**src/design/bayer_defines.svh**
```systemverilog
`ifndef BAYER_DEFINES_SVH
`define BAYER_DEFINES_SVH

// Sample and stream word sizes
`define PIXEL_WIDTH 10
`define DATA_WIDTH  16
`define PAD_WIDTH   (`DATA_WIDTH - `PIXEL_WIDTH)

// Line buffer depth and its address width
`define MAX_COLS    64
`define COL_WIDTH   6

`define DTYPE_WIDTH 3

// Beat type codes carried on dtype
`define DTYPE_FRAME_START 3'd1
`define DTYPE_ROW_START   3'd2
`define DTYPE_PIXEL       3'd3
`define DTYPE_ROW_END     3'd4
`define DTYPE_FRAME_END   3'd5

`endif
```
**src/design/bayer_pkg.sv**
```systemverilog
`default_nettype none
`include "bayer_defines.svh"

package bayer_pkg;

   // Pixel view of a stream word
   typedef struct packed {
      logic [`PAD_WIDTH-1:0]   pad;
      logic [`PIXEL_WIDTH-1:0] sample;    // Raw Bayer sample in the low bits
   } pixel_view_t;

   // Pixel beats read the sample, control beats read the whole word
   typedef union packed {
      pixel_view_t            pix;
      logic [`DATA_WIDTH-1:0] meta;
   } stream_word_u;

   typedef struct packed {
      logic                    dv;
      logic [`DTYPE_WIDTH-1:0] dtype;
      stream_word_u            word;
   } beat_t;

   // 3x3 neighbourhood plus the beat it belongs to
   typedef struct packed {
      logic [`PIXEL_WIDTH-1:0] tl, tc, tr;
      logic [`PIXEL_WIDTH-1:0] ml, mc, mr;
      logic [`PIXEL_WIDTH-1:0] bl, bc, br;
      logic                    dv;
      logic [`DTYPE_WIDTH-1:0] dtype;
      stream_word_u            word;
   } window_t;

   typedef enum logic [1:0] {
      site_r  = 2'd0,
      site_g1 = 2'd1,
      site_g2 = 2'd2,
      site_b  = 2'd3
   } site_code_e;

   typedef struct packed {
      site_code_e code;     // Bayer colour of the window centre
      logic       border;   // Centre has no full neighbourhood
   } site_t;

endpackage

`default_nettype wire

```
**src/design/demosaic_top.sv**
```systemverilog
`timescale 1ns/1ps
`default_nettype none
`include "bayer_defines.svh"

module demosaic_top (
   input  wire                     clk,
   input  wire                     resetb,
   input  wire bayer_pkg::beat_t   in,
   input  wire [1:0]               phase,
   output logic                    dvo,
   output logic [`DTYPE_WIDTH-1:0] dtypeo,
   output logic [`DATA_WIDTH-1:0]  meta_datao,
   output logic [`PIXEL_WIDTH-1:0] r,
   output logic [`PIXEL_WIDTH-1:0] g,
   output logic [`PIXEL_WIDTH-1:0] b
);

   import bayer_pkg::*;

   window_t win;    // Both arrive one cycle after the input beat
   site_t   site;

   bayer_kernel kernel0 (
      .clk    (clk),
      .resetb (resetb),
      .in     (in),
      .win    (win)
   );

   bayer_phase phase0 (
      .clk    (clk),
      .resetb (resetb),
      .in     (in),
      .phase  (phase),
      .site   (site)
   );

   bayer_interp interp0 (
      .clk        (clk),
      .resetb     (resetb),
      .win        (win),
      .site       (site),
      .dvo        (dvo),
      .dtypeo     (dtypeo),
      .meta_datao (meta_datao),
      .r          (r),
      .g          (g),
      .b          (b)
   );

endmodule

`default_nettype wire

```
**src/design/bayer_interp.sv**
```systemverilog
`timescale 1ns/1ps
`default_nettype none
`include "bayer_defines.svh"

module bayer_interp (
   input  wire                     clk,
   input  wire                     resetb,
   input  wire bayer_pkg::window_t win,
   input  wire bayer_pkg::site_t   site,
   output logic                    dvo,
   output logic [`DTYPE_WIDTH-1:0] dtypeo,
   output logic [`DATA_WIDTH-1:0]  meta_datao,
   output logic [`PIXEL_WIDTH-1:0] r,
   output logic [`PIXEL_WIDTH-1:0] g,
   output logic [`PIXEL_WIDTH-1:0] b
);

   import bayer_pkg::*;

   localparam logic [`PIXEL_WIDTH+1:0] ROUND_QUAD = 2;
   localparam logic [`PIXEL_WIDTH:0]   ROUND_PAIR = 1;

   logic [`PIXEL_WIDTH+1:0] plus_sum;     // Two guard bits for four terms
   logic [`PIXEL_WIDTH+1:0] diamond_sum;
   logic [`PIXEL_WIDTH:0]   vert_sum;
   logic [`PIXEL_WIDTH:0]   horz_sum;
   logic                    pixel_beat;

   assign plus_sum    = {2'b0, win.tc} + {2'b0, win.bc} + {2'b0, win.ml} + {2'b0, win.mr}
                        + ROUND_QUAD;
   assign diamond_sum = {2'b0, win.tl} + {2'b0, win.tr} + {2'b0, win.bl} + {2'b0, win.br}
                        + ROUND_QUAD;
   assign vert_sum    = {1'b0, win.tc} + {1'b0, win.bc} + ROUND_PAIR;
   assign horz_sum    = {1'b0, win.ml} + {1'b0, win.mr} + ROUND_PAIR;

   assign pixel_beat = win.dv && (win.dtype == `DTYPE_PIXEL);

   always_ff @(posedge clk or negedge resetb) begin
      if (!resetb) begin
         dvo        <= 1'b0;
         dtypeo     <= '0;
         meta_datao <= '0;
         r          <= '0;
         g          <= '0;
         b          <= '0;
      end else begin
         dvo        <= win.dv && !(pixel_beat && site.border);   // Drop the border
         dtypeo     <= win.dtype;
         meta_datao <= win.word.meta;
         if (pixel_beat && !site.border) begin
            case (site.code)
               site_r: begin
                  r <= win.mc;
                  g <= plus_sum[`PIXEL_WIDTH+1:2];
                  b <= diamond_sum[`PIXEL_WIDTH+1:2];
               end
               site_g1: begin   // Red neighbours left and right
                  r <= horz_sum[`PIXEL_WIDTH:1];
                  g <= win.mc;
                  b <= vert_sum[`PIXEL_WIDTH:1];
               end
               site_g2: begin
                  r <= vert_sum[`PIXEL_WIDTH:1];
                  g <= win.mc;
                  b <= horz_sum[`PIXEL_WIDTH:1];
               end
               default: begin
                  r <= diamond_sum[`PIXEL_WIDTH+1:2];
                  g <= plus_sum[`PIXEL_WIDTH+1:2];
                  b <= win.mc;
               end
            endcase
         end
      end
   end

endmodule

`default_nettype wire

```
**src/design/bayer_phase.sv**
```systemverilog
`timescale 1ns/1ps
`default_nettype none
`include "bayer_defines.svh"

module bayer_phase (
   input  wire                   clk,
   input  wire                   resetb,
   input  wire bayer_pkg::beat_t in,
   input  wire [1:0]             phase,
   output bayer_pkg::site_t      site
);

   import bayer_pkg::*;

   logic       row_phase;
   logic       col_phase;
   logic [1:0] row_pos;     // Input row index, saturates at 2
   logic [1:0] col_pos;     // Input column index, saturates at 2
   logic       frame_start;
   logic       row_start;
   logic       row_end;
   logic       pixel_beat;
   site_t      site_next;

   assign frame_start = in.dv && (in.dtype == `DTYPE_FRAME_START);
   assign row_start   = in.dv && (in.dtype == `DTYPE_ROW_START);
   assign row_end     = in.dv && (in.dtype == `DTYPE_ROW_END);
   assign pixel_beat  = in.dv && (in.dtype == `DTYPE_PIXEL);

   always_ff @(posedge clk or negedge resetb) begin
      if (!resetb) begin
         row_phase <= 1'b0;
         col_phase <= 1'b0;
         row_pos   <= '0;
         col_pos   <= '0;
      end else begin
         if (frame_start) begin
            row_phase <= phase[1];
            row_pos   <= '0;
         end else if (row_end) begin
            row_phase <= ~row_phase;
            if (row_pos != 2'd2) row_pos <= row_pos + 1'b1;
         end
         if (row_start) begin
            col_phase <= phase[0];
            col_pos   <= '0;
         end else if (pixel_beat) begin
            col_phase <= ~col_phase;
            if (col_pos != 2'd2) col_pos <= col_pos + 1'b1;
         end
      end
   end

   // Centre lags one row and one column, so both phases are flipped
   always_comb begin
      site_next.code   = site_code_e'({~row_phase, ~col_phase});
      site_next.border = (row_pos < 2'd2) || (col_pos < 2'd2);
   end

   always_ff @(posedge clk or negedge resetb) begin
      if (!resetb) site <= '0;
      else         site <= site_next;
   end

endmodule

`default_nettype wire

```
**src/design/bayer_kernel.sv**
```systemverilog
`timescale 1ns/1ps
`default_nettype none
`include "bayer_defines.svh"

module bayer_kernel (
   input  wire                clk,
   input  wire                resetb,
   input  wire bayer_pkg::beat_t in,
   output bayer_pkg::window_t win
);

   import bayer_pkg::*;

   // Oldest row and the row just before the current one
   logic [`PIXEL_WIDTH-1:0] line_old [`MAX_COLS];
   logic [`PIXEL_WIDTH-1:0] line_new [`MAX_COLS];

   logic [`COL_WIDTH-1:0]   col_addr;
   logic                    pixel_beat;
   logic                    row_start;
   logic [`PIXEL_WIDTH-1:0] top_in;
   logic [`PIXEL_WIDTH-1:0] mid_in;
   logic [`PIXEL_WIDTH-1:0] bot_in;
   window_t                 win_next;

   assign pixel_beat = in.dv && (in.dtype == `DTYPE_PIXEL);
   assign row_start  = in.dv && (in.dtype == `DTYPE_ROW_START);

   // New right column of the window
   assign top_in = line_old[col_addr];
   assign mid_in = line_new[col_addr];
   assign bot_in = in.word.pix.sample;

   always_ff @(posedge clk or negedge resetb) begin
      if (!resetb) begin
         col_addr <= '0;
      end else if (row_start) begin
         col_addr <= '0;
      end else if (pixel_beat) begin
         col_addr <= col_addr + 1'b1;   // Wraps at MAX_COLS
      end
   end

   // Each column moves down one row per pixel
   always_ff @(posedge clk) begin
      if (pixel_beat) begin
         line_old[col_addr] <= mid_in;
         line_new[col_addr] <= bot_in;
      end
   end

   always_comb begin
      win_next       = win;
      win_next.dv    = in.dv;
      win_next.dtype = in.dtype;
      win_next.word  = in.word;    // Control words ride along untouched
      if (pixel_beat) begin
         // Shift left by one column
         win_next.tl = win.tc;
         win_next.ml = win.mc;
         win_next.bl = win.bc;
         win_next.tc = win.tr;
         win_next.mc = win.mr;
         win_next.bc = win.br;
         win_next.tr = top_in;
         win_next.mr = mid_in;
         win_next.br = bot_in;
      end
   end

   always_ff @(posedge clk or negedge resetb) begin
      if (!resetb) begin
         win <= '0;
      end else begin
         win <= win_next;
      end
   end

endmodule

`default_nettype wire

```
**config.mk**
```make
export PLATFORM = sky130hd
export DESIGN_NAME = demosaic_top
export DESIGN_NICKNAME = d
export VERILOG_FILES = /design/src/design/bayer_pkg.sv /design/src/design/demosaic_top.sv /design/src/design/bayer_interp.sv /design/src/design/bayer_phase.sv /design/src/design/bayer_kernel.sv
export VERILOG_INCLUDE_DIRS = /design/src /design/src/design
export SDC_FILE = /design/constraint.sdc
export NUM_CORES = 1
export LEC_CHECK = 0
export ABC_CLOCK_PERIOD_IN_PS = 5800
export BUFFER_PORTS_ARGS = -buffer_cell sky130_fd_sc_hd__buf_2
export CAP_MARGIN = 10
export CORE_ASPECT_RATIO = 0.6
export CORE_UTILIZATION = 30
export CTS_CLUSTER_DIAMETER = 40
export DETAILED_ROUTE_END_ITERATION = 8
export SYNTH_ARGS = -nofsm -noshare
export SYNTH_HDL_FRONTEND = slang
export SYNTH_SLANG_ARGS = --single-unit
```
**constraint.sdc**
```tcl
create_clock -name clk -period 5.8 [get_ports clk]
set_input_delay 0.87 -clock clk [delete_from_list [all_inputs] [get_ports clk]]
set_output_delay 0.87 -clock clk [all_outputs]
set_load 0.03 [all_outputs]
```
* Yosys cells after proc, flatten, opt, wreduce, memory -nomap -nowiden
Memories as Yosys holds them, arrays and structs flattened. A register that Yosys moved wholly into a read port is not among the register bits. Index checks and enable logic that the tools add are counted. W data, S select, Z words.
Word-level totals: word-level logic and storage cells 91, memories kept 2, memory bits (writable) 1280, bits in registers 165
Operators by class: bitwise gates (word level) 2, equal/unequal tests 9, $lt $le $gt $ge 2, mux-type cells 17, add/sub/neg operators 15, reduce and logical (&&, ||, !) cells 20
Memories:
- kernel0.line_new | words 64, bits a word 10, read ports 1, clocked after memory_dff 0, wr ports 1, RTL line bayer_kernel.sv:16 | logic [`PIXEL_WIDTH-1:0] line_new [`MAX_COLS];
- kernel0.line_old | words 64, bits a word 10, read ports 1, clocked after memory_dff 1, wr ports 1, RTL line bayer_kernel.sv:15 | logic [`PIXEL_WIDTH-1:0] line_old [`MAX_COLS];
Operator list (count):
- $pmux W10 S3 | 2
- $add A12 B10 Y12 | 4
- $add A10 B10 Y11 | 4
- $add A12 B2 Y12 const B | 2
- $add A11 B1 Y11 const B | 2
- $mux W2 | 6
- $mux W6 | 2
- $mux W10 | 1
- $eq A3 B2 Y1 const B | 3
- $logic_and A1 B1 Y1 | 8
- $reduce_bool A2 Y1 | 4
- $add A6 B1 Y6 const B | 1
- $mux W1 | 6
- $add A2 B1 Y2 const B | 2
- $lt A2 B2 Y1 const B | 2
- $ne A2 B2 Y1 const B | 2
- $reduce_and A2 Y1 | 2
- $eq A3 B1 Y1 const B | 1
- $eq A3 B3 Y1 const B | 1
- $logic_not A1 Y1 | 3
- $eq A2 B1 Y1 const B | 1
- $eq A2 B2 Y1 const B | 1
- $logic_not A2 Y1 | 1
- $not A1 Y1 | 2
- other kinds (2) | 2

* Logic depth before layout (Yosys ltp)
depth in word-level cells 5, mapped depth 18

* Hierarchy
From an unflattened synthesis, not the netlist that was laid out.
Unflattened totals: cell total of the unflattened synthesis 3732, area total of the unflattened synthesis 59408.2 sq um
Modules (own cells, without submodules):
- bayer_kernel | seq. area each 41339.6 sq um, cells each 3121, times used 1, area each 53948.0 sq um
- bayer_interp | seq. area each 1251.2 sq um, cells each 564, times used 1, area each 4988.5 sq um
- bayer_phase | seq. area each 225.2 sq um, cells each 47, times used 1, area each 471.7 sq um

* Least setup slack after synthesis
OpenSTA, ideal clock, no wires.
kind register -> register, from reg kernel0.col_addr[0], to mem kernel0.line_old[0][1] in the netlist's numbering (data pin), arrival time 3.519 ns, cell stages (with the launch flop) 9, path slack 1.735 ns, clock period less this slack 4.065 ns, path buffers 4, data required time 5.254 ns, setup time 0.546 ns, cells stage by stage dfrtp_1 > buf_6 > buf_6 > nor2_2 > buf_2 > buf_1 > a221oi_1 > o22a_1 > o211ai_1
On the way: longest elaborated chain between the ends 1
RTL lines:
- start: declaration | RTL line bayer_kernel.sv:18 | logic [`COL_WIDTH-1:0] col_addr;
- start signal: assignment | RTL line bayer_kernel.sv:40 | col_addr <= col_addr + 1'b1;
- $mem_v2 Z64 W10
- net kernel0.mid_in[1] | RTL line bayer_kernel.sv:22 | logic [`PIXEL_WIDTH-1:0] mid_in;
- end: declaration | RTL line bayer_kernel.sv:15
The timed path passes the listed nets, and every way through them passes these cells.

* Worst setup path after layout
from reg kernel0.col_addr[1], to mem kernel0.line_old[46][8] in the netlist's numbering (data pin)
Same word-level chain as after synthesis.

==> out/qor.yml <==
status: "finished, final reports clean"
holdPathEnd: "kernel0.win[13]$_DFF_PN0_"
core_area_um2: 191900
layout.nets: 3818
synth_nets: 3619
std_cell_rows: 124
p_clk_frac: 0.301
rsz0062_at_grt: "false"
required_ns: 6.28
initial_core_util: 0.3041
timing.final.crit_share: 0.8724
clock_latency_ns: 0.77
final_common_cell: "edfxtp_1"
p_int_mw: 19.84
tightest_slew_ns: 1.450
drv_slew: 0
grt_pass1_vias: 33124
fin_skew_ns: 0.03944
finalWirelength_mm: 192.1
whs_path_depth: 1
combinationalPowerShare: 0.278
met2_usage: 0.2464
die_x_um: 571.4
cap_viol_max_count: 0
hold_path.class: "in2reg"
max_stage_delay_ns: 1.00
setup_violations: 0
synth_area_um2: 58360
crit_chain: "buf_4, mux2_1, a22oi_1, o22ai_1, o21ai_0, o2111ai_1, or4b_2, buf_12"
grt_use_met3: 0.08504
crit_family: "compound AO/OA/AOI/OAI gates"
place_area_um2: 62880
clock-sinks: 1455
tns_ns: 0
ys.flop_type: "edfxtp_1"
async_reset_ff_frac: 0.1203
grt_pass1_wl_mm: 266.3
dp_hpwl_mm: 120.6
io_buffers: 73
dieArea_um2: 196400
r2r-end: "kernel0.line_old[46][8]$_DFFE_PP_"
final_layout_size_suffix_gt1_frac: 0.2019
drt_iter0_drc: 5527
cts_tree: "built"
max_freq_mhz: 197.6
syn_inst: 3514
gp_congestion: 0.9681
min_from: "in[13]"
ctsResizeCount: 0
power.switching_mw: 10.07
p_per_area_nw_per_um2: 444.6
ys.warnings.count: 0
sequentialPowerShare: 0.421
critPathKind: "reg2reg"
viasPerCell: 5.568
grt-ovfl-total: 0
critPathSlowestCell: "or4b_2"
ir_drop_v: 0.0003663
dieHeight_um: 343.6
hold_violations: 0
yosysSeqAreaShare: 0.7337
io_pins: 74
finish.utilization: 0.3505
r2r-start: "kernel0.col_addr[1]$_DFFE_PN0P_"
slew_headroom: 0.03323
reg2regPathDepth: 8
final_cell_mix: "edfxtp_1 (1280), nand2_1 (228), buf_4 (183)"
synth_edf_count: 1280
drc: 0
postRouteAntennaNets: 0
finalPower_mw: 29.91
synth.distinct_cells: 77
cts_made_buffers: 138
endpoint_kind: "flop"
grt_antenna_before_repair: 7
leakagePower_nw: 22.46
syn-mean-instance-area_um2: 16.61
final.min_clock_period_ns: 5.060
cp.arrival_ns: 5.54
cp-start-kind: "flop"
clockBufferDepth: 3
synth-seq-cells: 1455
global_route.usage.met1: 0.2871
busiest_layer: "met1"
cp_max_fo: 46
wl_per_cell_um: 29.98
r2r_slack_ns: 0.74
cts-root-buf: "clkbuf_16"
htree_levels: 4
synthToLayoutAreaGrowth_pct: 15.26
sw_frac_of_total: 0.3366
drt_pass1_iterations: 5
clkTransAtPathRegs_ns: 0.07
stdcell_area_um2: 67260
worst-path-buf-inv: 2
grt_use_total: 0.1918
grt_max_degree: 156
num_vias: 35680
-- through the flow --
step           hold slack, ns  std cells  worst slack (ns)
2_1_floorplan          0.3312       3514             1.735
3_3_place_gp           0.3317       6154            0.9789
3_5_place_dp           0.3355       6154            0.9115
4_1_cts                0.1584       6401            0.9065
5_1_grt                0.1842       6402            0.7376
6_report               0.2145       6408            0.7404
-- cell families after synthesis --
logic type / share of synthesized area
DFF: 0.7337
xor gates and xnor gates: 0.006753
adders and majority gates: 0.02020
AOI/OAI and AO/OA: 0.09476
muxes: 0.08295
and+or+nand+nor: 0.03724
buffers and inverters: 0.02444
-- sequential cells by signal, indices dropped and copies added (netlist names) --
| signal | count |
|---|---|
| kernel0.col_addr | 6 |
| phase0.col_pos | 2 |
| interp0.r | 10 |
| interp0.g | 10 |
| interp0.dvo | 1 |
| interp0.dtypeo | 3 |
| interp0.meta_datao | 16 |
| kernel0.line_new | 640 |
| kernel0.line_old | 640 |
| phase0.row_phase | 1 |
| phase0.row_pos | 2 |
| kernel0.win | 110 |
| phase0.col_phase | 1 |
| phase0.site | 3 |
| interp0.b | 10 |
-- what timing repair did --
| item | CTS | global route |
|---|---|---|
| setup endpoints to repair | 0 | 0 |
| setup buffers | 0 | 0 |
| hold buffers | 1 | 0 |
| hold endpoints to repair | 20 | 0 |
-- power groups by stage --
stage | clock network, mW | logic, mW | registers, mW
global route | 9.46 | 8.81 | 12.6
detailed placement | 0 | 7.99 | 12.8
floorplan | 0 | 4.74 | 12.8
CTS | 9.08 | 8.06 | 12.6
global placement | 0 | 7.93 | 12.8
finish | 8.99 | 8.31 | 12.6
-- layout make-up --
type,instances,area (um2)
inverter,110,415.4
fill,18070,124700
clock inverter,72,650.6
multi-input combinational,1737,14390
antenna,6,15.01
tap,2583,3232
clock buffer,174,3704
sequential,1455,42830
timing repair buffer,271,2026
-- per-layer routing --
layer	share of wire	wire length, um
met1	0.44	83580
met5	0.000099	19
met4	0.023	4498
met2	0.39	74320
met3	0.15	29710
-- synth_stat cells (5+ instances only) --
library cell	n	area share
mux2_2	84	0.016
mux2_1	29	0.0056
clkbuf_1	100	0.0064
o22a_1	7	0.0011
xor2_1	16	0.0024
dfrtp_1	175	0.075
o21a_1	11	0.0014
buf_4	20	0.0026
o22ai_1	54	0.0058
nand2_1	230	0.015
buf_2	66	0.0057
o2bb2ai_1	5	0.00075
a31oi_1	12	0.0013
nor2_1	160	0.010
nor3_1	25	0.0021
mux4_2	112	0.043
a22oi_1	84	0.011
buf_1	18	0.0012
nand3_1	21	0.0018
a221o_1	33	0.0057
o21ai_0	155	0.013
o32a_1	5	0.00086
nand3b_1	5	0.00064
buf_6	8	0.0015
o221ai_1	21	0.0032
or3_1	13	0.0014
mux2i_1	100	0.017
ha_1	59	0.013
a21o_1	16	0.0021
o21bai_1	6	0.00077
a222oi_1	15	0.0026
nand2b_1	12	0.0013
fa_1	22	0.0075
edfxtp_1	1280	0.66
a21oi_1	118	0.010
a22o_1	36	0.0054
xnor2_1	29	0.0044
nor2b_1	10	0.0011
a221oi_1	160	0.024
inv_1	107	0.0069
-- worst max path at each step --
stage,startpoint,end,depth (start not counted)
floorplan,kernel0.col_addr[0]$_DFFE_PN0P_,kernel0.line_old[0][1]$_DFFE_PP_,8
global placement,kernel0.col_addr[1]$_DFFE_PN0P_,kernel0.line_old[16][8]$_DFFE_PP_,8
detailed placement,kernel0.col_addr[1]$_DFFE_PN0P_,kernel0.line_old[16][8]$_DFFE_PP_,8
CTS,kernel0.col_addr[1]$_DFFE_PN0P_,kernel0.line_old[17][8]$_DFFE_PP_,8
global route,kernel0.col_addr[1]$_DFFE_PN0P_,kernel0.line_old[44][8]$_DFFE_PP_,8
finish,kernel0.col_addr[1]$_DFFE_PN0P_,kernel0.line_old[46][8]$_DFFE_PP_,8
(Power assumes the default switching activity.)
